==> src/design/adc_stream_defines.svh <==
`ifndef ADC_STREAM_DEFINES_SVH
`define ADC_STREAM_DEFINES_SVH

////////////////////////////////////////////////////////////////////////////
// Stream sizing

`define ADC_PACKET_WORDS        16  // Payload words per frame
`define SAMPLE_FIFO_DEPTH_LOG2  6   // 64 words of buffering

////////////////////////////////////////////////////////////////////////////
// Ethernet frame constants

`define MY_MAC          48'h0037_ffff_3737
`define DST_MAC         48'h0090_f5de_6431
`define ADC_ETHERTYPE   16'h88b5    // Local experimental EtherType

`define PREAMBLE_BYTES  7
`define IFG_BYTES       12          // Minimum idle between frames
`define PREAMBLE_BYTE   8'h55
`define SFD_BYTE        8'hd5

`endif

==> src/design/adc_stream_pkg.sv <==
`include "adc_stream_defines.svh"

package adc_stream_pkg;

	////////////////////////////////////////////////////////////////////////////
	// Sample side

	// One converter channel
	typedef logic [15:0] adc_sample_t;

	// Channel A in [31:16], channel B in [15:0]
	typedef struct packed {
		adc_sample_t cha;
		adc_sample_t chb;
	} sample_word_t;

	// Count of samples lost to a full FIFO
	typedef logic [15:0] drop_count_t;

	////////////////////////////////////////////////////////////////////////////
	// Buffer and line side

	// Fill level, one bit wider than the pointers so that full is representable
	typedef logic [`SAMPLE_FIFO_DEPTH_LOG2:0] fifo_level_t;

	typedef logic [7:0] gmii_byte_t;  // One GMII transmit byte

endpackage

==> src/design/adc_sample_packer.sv <==
`timescale 1ns/1ps

module adc_sample_packer (
	input  logic                        GMII_GTX_CLK_int,
	input  logic                        rst_100,
	input  logic                        adc_strobe_i,
	input  adc_stream_pkg::adc_sample_t adc_cha_i,
	input  adc_stream_pkg::adc_sample_t adc_chb_i,
	input  logic                        fifo_full_i,
	output logic                        fifo_wr_o,
	output adc_stream_pkg::sample_word_t fifo_wr_data_o,
	output adc_stream_pkg::drop_count_t  drop_count_o
);
	import adc_stream_pkg::*;

	sample_word_t word_q;
	logic         wr_q;
	drop_count_t  drop_q;
	logic         accept;
	logic         drop;

	// A pair is kept only if there is room for it
	assign accept = adc_strobe_i & ~fifo_full_i;
	assign drop   = adc_strobe_i & fifo_full_i;

	////////////////////////////////////////////////////////////////////////////
	// Word register and write strobe

	always_ff @(posedge GMII_GTX_CLK_int or posedge rst_100) begin
		if (rst_100) begin
			wr_q <= 1'b0;
		end else begin
			wr_q <= accept;  // One cycle per accepted pair
		end
	end

	always_ff @(posedge GMII_GTX_CLK_int) begin
		if (accept) begin
			word_q.cha <= adc_cha_i;
			word_q.chb <= adc_chb_i;
		end
	end

	////////////////////////////////////////////////////////////////////////////
	// Loss counter

	always_ff @(posedge GMII_GTX_CLK_int or posedge rst_100) begin
		if (rst_100) begin
			drop_q <= '0;
		end else if (drop && (drop_q != '1)) begin
			drop_q <= drop_q + 1'b1;  // Sticks at all ones
		end
	end

	assign fifo_wr_o      = wr_q;
	assign fifo_wr_data_o = word_q;
	assign drop_count_o   = drop_q;

endmodule

==> src/design/adc_stream_top.sv <==
`timescale 1ns/1ps

module adc_stream_top (
	input  logic                        GMII_GTX_CLK_int,
	input  logic                        rst_100,
	input  logic                        adc_strobe_i,
	input  adc_stream_pkg::adc_sample_t adc_cha_i,
	input  adc_stream_pkg::adc_sample_t adc_chb_i,
	output adc_stream_pkg::gmii_byte_t  gmii_txd_o,
	output logic                        gmii_tx_en_o,
	output logic                        gmii_tx_er_o,
	output adc_stream_pkg::drop_count_t drop_count_o
);
	import adc_stream_pkg::*;

	logic         fifo_wr;
	sample_word_t fifo_wr_data;
	logic         fifo_full;
	sample_word_t fifo_rd_data;
	logic         packet_avail;
	logic         fifo_rd;

	// Sample pairs into words
	adc_sample_packer adc_sample_packer_i (
		.GMII_GTX_CLK_int (GMII_GTX_CLK_int),
		.rst_100          (rst_100),
		.adc_strobe_i     (adc_strobe_i),
		.adc_cha_i        (adc_cha_i),
		.adc_chb_i        (adc_chb_i),
		.fifo_full_i      (fifo_full),
		.fifo_wr_o        (fifo_wr),
		.fifo_wr_data_o   (fifo_wr_data),
		.drop_count_o     (drop_count_o)
	);

	sample_fifo sample_fifo_i (
		.GMII_GTX_CLK_int (GMII_GTX_CLK_int),
		.rst_100          (rst_100),
		.wr_i             (fifo_wr),
		.wr_data_i        (fifo_wr_data),
		.rd_i             (fifo_rd),
		.rd_data_o        (fifo_rd_data),
		.full_o           (fifo_full),
		.packet_avail_o   (packet_avail)
	);

	// Words out as raw Ethernet frames
	packet_sender packet_sender_i (
		.GMII_GTX_CLK_int (GMII_GTX_CLK_int),
		.rst_100          (rst_100),
		.packet_avail_i   (packet_avail),
		.fifo_data_i      (fifo_rd_data),
		.fifo_rd_o        (fifo_rd),
		.gmii_txd_o       (gmii_txd_o),
		.gmii_tx_en_o     (gmii_tx_en_o),
		.gmii_tx_er_o     (gmii_tx_er_o)
	);

endmodule

==> src/design/packet_sender.sv <==
`timescale 1ns/1ps
`include "adc_stream_defines.svh"

module packet_sender (
	input  logic                         GMII_GTX_CLK_int,
	input  logic                         rst_100,
	input  logic                         packet_avail_i,
	input  adc_stream_pkg::sample_word_t fifo_data_i,
	output logic                         fifo_rd_o,
	output adc_stream_pkg::gmii_byte_t   gmii_txd_o,
	output logic                         gmii_tx_en_o,
	output logic                         gmii_tx_er_o
);
	import adc_stream_pkg::*;

	localparam int          PAYLOAD_BYTES = `ADC_PACKET_WORDS * 4;
	localparam int          CNT_W         = $clog2(PAYLOAD_BYTES);
	localparam logic [47:0] DST_ADDR      = `DST_MAC;
	localparam logic [47:0] SRC_ADDR      = `MY_MAC;
	localparam logic [15:0] ETH_TYPE      = `ADC_ETHERTYPE;

	typedef enum logic [3:0] {
		ST_IDLE,
		ST_PREAMBLE,
		ST_SFD,
		ST_DST,
		ST_SRC,
		ST_TYPE,
		ST_SEQ,
		ST_PAYLOAD,
		ST_GAP
	} state_t;

	state_t           state;
	state_t           state_next;
	logic [CNT_W-1:0] byte_cnt;
	logic [CNT_W-1:0] phase_last;
	logic             last_byte;
	logic [15:0]      seq_q;
	gmii_byte_t       txd_d;
	logic             tx_en_d;
	gmii_byte_t       txd_q;
	logic             tx_en_q;
	logic             tx_er_q;

	////////////////////////////////////////////////////////////////////////////
	// Phase lengths and sequencing

	always_comb begin
		case (state)
			ST_PREAMBLE: phase_last = CNT_W'(`PREAMBLE_BYTES - 1);
			ST_DST,
			ST_SRC:      phase_last = CNT_W'(5);  // 6 address bytes
			ST_TYPE,
			ST_SEQ:      phase_last = CNT_W'(1);
			ST_PAYLOAD:  phase_last = CNT_W'(PAYLOAD_BYTES - 1);
			ST_GAP:      phase_last = CNT_W'(`IFG_BYTES - 1);
			default:     phase_last = '0;       // Idle and SFD last one byte
		endcase
	end

	assign last_byte = (byte_cnt == phase_last);

	always_comb begin
		case (state)
			ST_PREAMBLE: state_next = ST_SFD;
			ST_SFD:      state_next = ST_DST;
			ST_DST:      state_next = ST_SRC;
			ST_SRC:      state_next = ST_TYPE;
			ST_TYPE:     state_next = ST_SEQ;
			ST_SEQ:      state_next = ST_PAYLOAD;
			ST_PAYLOAD:  state_next = ST_GAP;
			default:     state_next = ST_IDLE;
		endcase
	end

	always_ff @(posedge GMII_GTX_CLK_int or posedge rst_100) begin
		if (rst_100) begin
			state    <= ST_IDLE;
			byte_cnt <= '0;
			seq_q    <= '0;
		end else if (state == ST_IDLE) begin
			byte_cnt <= '0;
			if (packet_avail_i)
				state <= ST_PREAMBLE;  // A whole payload is already buffered
		end else if (last_byte) begin
			byte_cnt <= '0;
			state    <= state_next;
			if (state == ST_PAYLOAD)
				seq_q <= seq_q + 1'b1;  // Next frame number, wraps
		end else begin
			byte_cnt <= byte_cnt + 1'b1;
		end
	end

	////////////////////////////////////////////////////////////////////////////
	// Byte mux, most significant byte first

	always_comb begin
		txd_d   = '0;
		tx_en_d = 1'b1;
		case (state)
			ST_PREAMBLE: txd_d = `PREAMBLE_BYTE;
			ST_SFD:      txd_d = `SFD_BYTE;
			ST_DST:      txd_d = DST_ADDR[8 * (5 - int'(byte_cnt)) +: 8];
			ST_SRC:      txd_d = SRC_ADDR[8 * (5 - int'(byte_cnt)) +: 8];
			ST_TYPE:     txd_d = ETH_TYPE[8 * (1 - int'(byte_cnt)) +: 8];
			ST_SEQ:      txd_d = seq_q[8 * (1 - int'(byte_cnt)) +: 8];
			ST_PAYLOAD:  txd_d = fifo_data_i[8 * (3 - int'(byte_cnt[1:0])) +: 8];
			default:     tx_en_d = 1'b0;
		endcase
	end

	// Pop as the last byte of the head word goes out
	assign fifo_rd_o = (state == ST_PAYLOAD) && (byte_cnt[1:0] == 2'b11);

	////////////////////////////////////////////////////////////////////////////
	// Output register stage in front of the pins

	always_ff @(posedge GMII_GTX_CLK_int or posedge rst_100) begin
		if (rst_100) begin
			txd_q   <= '0;
			tx_en_q <= 1'b0;
			tx_er_q <= 1'b0;
		end else begin
			txd_q   <= txd_d;
			tx_en_q <= tx_en_d;
			tx_er_q <= 1'b0;  // Never signal a coding error
		end
	end

	assign gmii_txd_o   = txd_q;
	assign gmii_tx_en_o = tx_en_q;
	assign gmii_tx_er_o = tx_er_q;

endmodule

==> src/design/sample_fifo.sv <==
`timescale 1ns/1ps
`include "adc_stream_defines.svh"

module sample_fifo #(
	parameter int DEPTH_LOG2 = `SAMPLE_FIFO_DEPTH_LOG2
) (
	input  logic                         GMII_GTX_CLK_int,
	input  logic                         rst_100,
	input  logic                         wr_i,
	input  adc_stream_pkg::sample_word_t wr_data_i,
	input  logic                         rd_i,
	output adc_stream_pkg::sample_word_t rd_data_o,
	output logic                         full_o,
	output logic                         packet_avail_o
);
	import adc_stream_pkg::*;

	localparam int          DEPTH        = 1 << DEPTH_LOG2;
	localparam fifo_level_t LEVEL_FULL   = fifo_level_t'(DEPTH);
	localparam fifo_level_t LEVEL_PACKET = fifo_level_t'(`ADC_PACKET_WORDS);

	sample_word_t          mem [DEPTH];
	logic [DEPTH_LOG2-1:0] wr_ptr;
	logic [DEPTH_LOG2-1:0] rd_ptr;
	fifo_level_t           level;
	fifo_level_t           level_next;
	logic                  packet_avail_q;

	////////////////////////////////////////////////////////////////////////////
	// Storage

	always_ff @(posedge GMII_GTX_CLK_int) begin
		if (wr_i) begin
			mem[wr_ptr] <= wr_data_i;
		end
	end

	// Show-ahead, head word always on the output
	assign rd_data_o = mem[rd_ptr];

	////////////////////////////////////////////////////////////////////////////
	// Pointers and fill level

	always_comb begin
		case ({wr_i, rd_i})
			2'b10:   level_next = level + 1'b1;
			2'b01:   level_next = level - 1'b1;
			default: level_next = level;  // Idle, or push and pop together
		endcase
	end

	always_ff @(posedge GMII_GTX_CLK_int or posedge rst_100) begin
		if (rst_100) begin
			wr_ptr         <= '0;
			rd_ptr         <= '0;
			level          <= '0;
			packet_avail_q <= 1'b0;
		end else begin
			if (wr_i)
				wr_ptr <= wr_ptr + 1'b1;  // Wraps at the depth
			if (rd_i)
				rd_ptr <= rd_ptr + 1'b1;
			level          <= level_next;
			packet_avail_q <= (level_next >= LEVEL_PACKET);
		end
	end

	// The write already under way takes the last free slot
	assign full_o = (level == LEVEL_FULL) ||
		(wr_i && (level == LEVEL_FULL - 1'b1));

	assign packet_avail_o = packet_avail_q;

endmodule

==> config.mk <==
export PLATFORM = sky130hd
export DESIGN_NAME = adc_stream_top
export DESIGN_NICKNAME = d
export VERILOG_FILES = /design/src/design/adc_stream_pkg.sv /design/src/design/adc_sample_packer.sv /design/src/design/adc_stream_top.sv /design/src/design/packet_sender.sv /design/src/design/sample_fifo.sv
export VERILOG_INCLUDE_DIRS = /design/src /design/src/design
export SDC_FILE = /design/constraint.sdc
export NUM_CORES = 2
export LEC_CHECK = 0
export BUFFER_PORTS_ARGS = -buffer_cell sky130_fd_sc_hd__buf_2
export CORE_MARGIN = 2
export CORE_UTILIZATION = 50
export CTS_CLUSTER_SIZE = 25
export DETAILED_ROUTE_END_ITERATION = 8
export PLACE_DENSITY = 0.68
export SYNTH_ARGS = -nofsm -noshare
export SYNTH_HDL_FRONTEND = slang
export SYNTH_SLANG_ARGS = --single-unit
==> constraint.sdc <==
create_clock -name GMII_GTX_CLK_int -period 5.1 [get_ports GMII_GTX_CLK_int]
set_input_delay 0.765 -clock GMII_GTX_CLK_int [delete_from_list [all_inputs] [get_ports GMII_GTX_CLK_int]]
set_output_delay 0.765 -clock GMII_GTX_CLK_int [all_outputs]
set_load 0.02 [all_outputs]
==> metrics.md <==
| Metric | Value |
|---|---|
| Die Height | 413 µm |
| Final slew viol count | 2 |
| Post-DP Area | 87600 µm² |
| EDFF count, synth | 2080 |
| Share of cells above drive strength 1 | 0.259 |
| Wire length of the first global-routing pass | 327000 µm |
| Post_cts resized | 0 |
| RSZ-0062 raised after global routing | no |
| Switching share of power | 0.280 |
| Clock group share of total power | 0.337 |
| Worst setup SP type | register |
| DR iter-0 viols | 7481 |
| Wire length per cell | 35.2 µm |
| Vias post-DR | 43.7k |
| Placed insts | 6211 |
| Fin Setup TNS | 0 ns |
| Final cell count without fillers | 6598 |
| Fill cells | 11.9k |
| Biggest area consumer among synthesized cells | edfxtp_1 |
| Static Leakage | 29.6 nW |
| FP Rows | 149 |
| Fin. Hold Viols | 0 |
| Arr. time, crit path | 4.78 ns |
| Peak VDD IR | 426 µV |
| Comb power frac | 0.213 |
| Clk buf depth | 3 |
| Sequential share of power | 0.450 |
| Max-cap violation count | 1 |
| Failing checks | max-capacitance violations, max-slew violations |
| Reported net switching power | 12.9 mW |
| Warnings, synthesis | 0 |
| GPL Wtd Cong | 0.938 |
| Latest clock arrival within the worst-skew pair | 0.86 ns |
| Post-route ant nets | 0 |
| Gr usage total | 0.276 |
| Largest cells by area after synthesis | edfxtp_1 75%, mux4_2 12%, dfrtp_1 2.2% |
| Synth top area share | 0.748 |
| Pre-antenna DRT Iters | 6 |
| Total CTS buffers | 207 |
| Total grt overflow | 0 |
| H-tree depth | 4 |
| Register Area | 64300 µm² |
| Post-route cell area | 94600 µm² |
| Area growth syn-to-layout | 13.3% |
| DRC errors left | 0 |
| I/O pin count | 61 |
| Clock sinks | 2152 |
| Net Count, Synth | 4027 |
| Avg Vias per Cell | 6.62 |
| Die width | 413 µm |
| HPWL Detailed | 134000 µm |
| Final core utilization | 0.572 |
| P per Cell Area | 487 nW/µm² |
| Status | complete, but fails checks |
| Seq/Total Area, Yosys | 0.770 |
| HP Class | in -> reg |
| Vias in the first global route | 42.6k |
| Largest net degree at the start of global routing | 73 |
| Post-synth ARST share | 0.0335 |
| CTS tree | built |
| PortBufs | 59 |
| Cell Int Power | 33.1 mW |
| Clock transition at path regs | 0.06 ns |
| Max-slew headroom | -0.0508 |
| Most frequent cell after synthesis | edfxtp_1 |
| FMAX | 250 MHz |
| Critical path class | reg -> reg |
| Area occupied by multi-input gates | 18400 µm² |
| Final wirelength | 233000 µm |
| Post-synthesis cell type count | 80 |
| Fin crit period | 4.01 ns |
| Total power | 46.0 mW |
| # setup viols final | 0 |
| Root buffer cell | clkbuf_16 |
| Peak fanout along the critical path | 36 |
| Top_reg_cell synth | edfxtp_1 |
| Setup crit end kind | register |
| Slew @ Worst Pin | 1.56 ns |
| Nets | 4277 |
| Initial antenna violation count | 15 |
| Avg Inst Size Synth | 21.0 µm² |
| Critical path required time | 5.87 ns |
| Die area | 170000 µm² |
| Initial Utilization | 0.505 |
| Core Box Area | 165000 µm² |
| Clk_skew | 0.0562 ns |
| Mapped Area | 83500 µm² |
| Seq cells post-synth | 2152 |
| Final period util | 0.786 |
| Synth top cells by count | 2080 x edfxtp_1, 457 x mux4_2, 172 x mux2i_1 |
| Post-synthesis cell count | 3982 |
## cells by family after synthesis
logic type	after synthesis	share of synthesized area
AO/OA/AOI/OAI	410	0.0344
flip-flops	2152	0.770
multiplexers	641	0.146
other	1	0.0000449
adder cells (fa/ha/maj)	10	0.00150
XOR/XNOR	58	0.00608
buffers and inverters	248	0.0162
AND/OR/NAND/NOR	462	0.0266
## what timing repair did
action	CTS	global route
endpoints found under the setup margin	0	0
setup buffers	0	0
endpoints found under the hold margin	17	0
hold buffers	1	0
## metrics by stage
stage / hold slack, ns / setup slack, ns
final: 0.0860 / 1.09
after global routing: 0.0630 / 0.960
after CTS: 0.0315 / 1.23
after detailed placement: 0.456 / 1.24
after global placement: 0.455 / 1.22
after floorplan: 0.441 / 1.45
## area by class of cell
cell class              count  share of cell area
diodes                      3           0.0000794
inverters                  13            0.000556
clock inverters           125              0.0139
flip-flops and latches   2152               0.680
well taps                2189              0.0290
clock buffers             258              0.0591
multi-input cells        1582               0.195
repair buffers            276              0.0230
## sequential cells by signal, indices dropped and copies added (netlist names)
signal and count:
packet_sender_i.gmii_tx_en_o 1, adc_sample_packer_i.fifo_wr_o 1, packet_sender_i.state 4, sample_fifo_i.mem 2048, adc_sample_packer_i.drop_count_o 16, sample_fifo_i.wr_ptr 6
packet_sender_i.seq_q 16, sample_fifo_i.level 7, sample_fifo_i.packet_avail_o 1, sample_fifo_i.rd_ptr 6, adc_sample_packer_i.fifo_wr_data_o 32, packet_sender_i.byte_cnt 6
packet_sender_i.gmii_txd_o 8
## layout by cell type (no fill, tap or decap), types with 31 or more instances in the layout
master     synthesis  final
dfrtp_1           72     66
nor2_1           130     64
mux4_2           457    457
clkinv_1           1     41
a211oi_1          31     31
clkbuf_16          0    214
xnor2_1           37     37
o22ai_1           40     40
nor2_4             0     65
clkinv_2           0     38
a22oi_1           81     81
buf_4             26    196
clkbuf_1          88     37
buf_2             77     59
a21oi_1           64     64
o21ai_0           43     43
nand3_1           59     59
edfxtp_1        2080   2080
mux2i_1          172    172
nand2_1          123    123
## metal layers
| metal | GRT usage | vias up | part of all wire |
|---|---|---|---|
| li1 | - | 17100 | - |
| met1 | 0.395 | 23100 | 0.38 |
| met2 | 0.419 | 3025 | 0.46 |
| met3 | 0.0622 | 453 | 0.12 |
| met4 | 0.100 | 8 | 0.039 |
| met5 | 0.00113 | - | 0.00026 |
## final timing paths
path | startpoint | endpoint | slack [ns] | cells past startpoint
worst max-delay path | sample_fifo_i.rd_ptr[0] | packet_sender_i.gmii_txd_o[3] | 1.09 | 8
worst min-delay path | adc_chb_i[2] | adc_sample_packer_i.fifo_wr_data_o[2] | 0.09 | 1
worst max register to register | sample_fifo_i.rd_ptr[0] | packet_sender_i.gmii_txd_o[3] | 1.09 | 8
worst min register to register | packet_sender_i.seq_q[15] | packet_sender_i.seq_q[15] | 0.48 | 1
max in group asynchronous | rst_100 | sample_fifo_i.rd_ptr[4] | 3.36 | 4
min in group asynchronous | rst_100 | packet_sender_i.gmii_tx_en_o | 0.43 | 3
## power by group through the flow
| stage | clock (mW) | sequential (mW) | combinational (mW) |
|---|---|---|---|
| 2_1_floorplan | 0 | 20.9 | 6.74 |
| 3_3_place_gp | 0 | 21.0 | 9.66 |
| 3_5_place_dp | 0 | 21.1 | 9.72 |
| 4_1_cts | 15.7 | 20.7 | 9.76 |
| 5_1_grt | 16.3 | 20.7 | 10.3 |
| 6_report | 15.5 | 20.7 | 9.81 |
## critical path, cell delays in order (launching register included)
cell and delay [ns]:
dfrtp_4 0.94, buf_12 0.36, buf_4 0.28, buf_4 0.26, mux2i_1 0.11, a22o_1 0.26, o41ai_1 1.23, o41ai_1 0.17
o31ai_1 0.23
No activity file was read; power rests on OpenSTA's default activity.
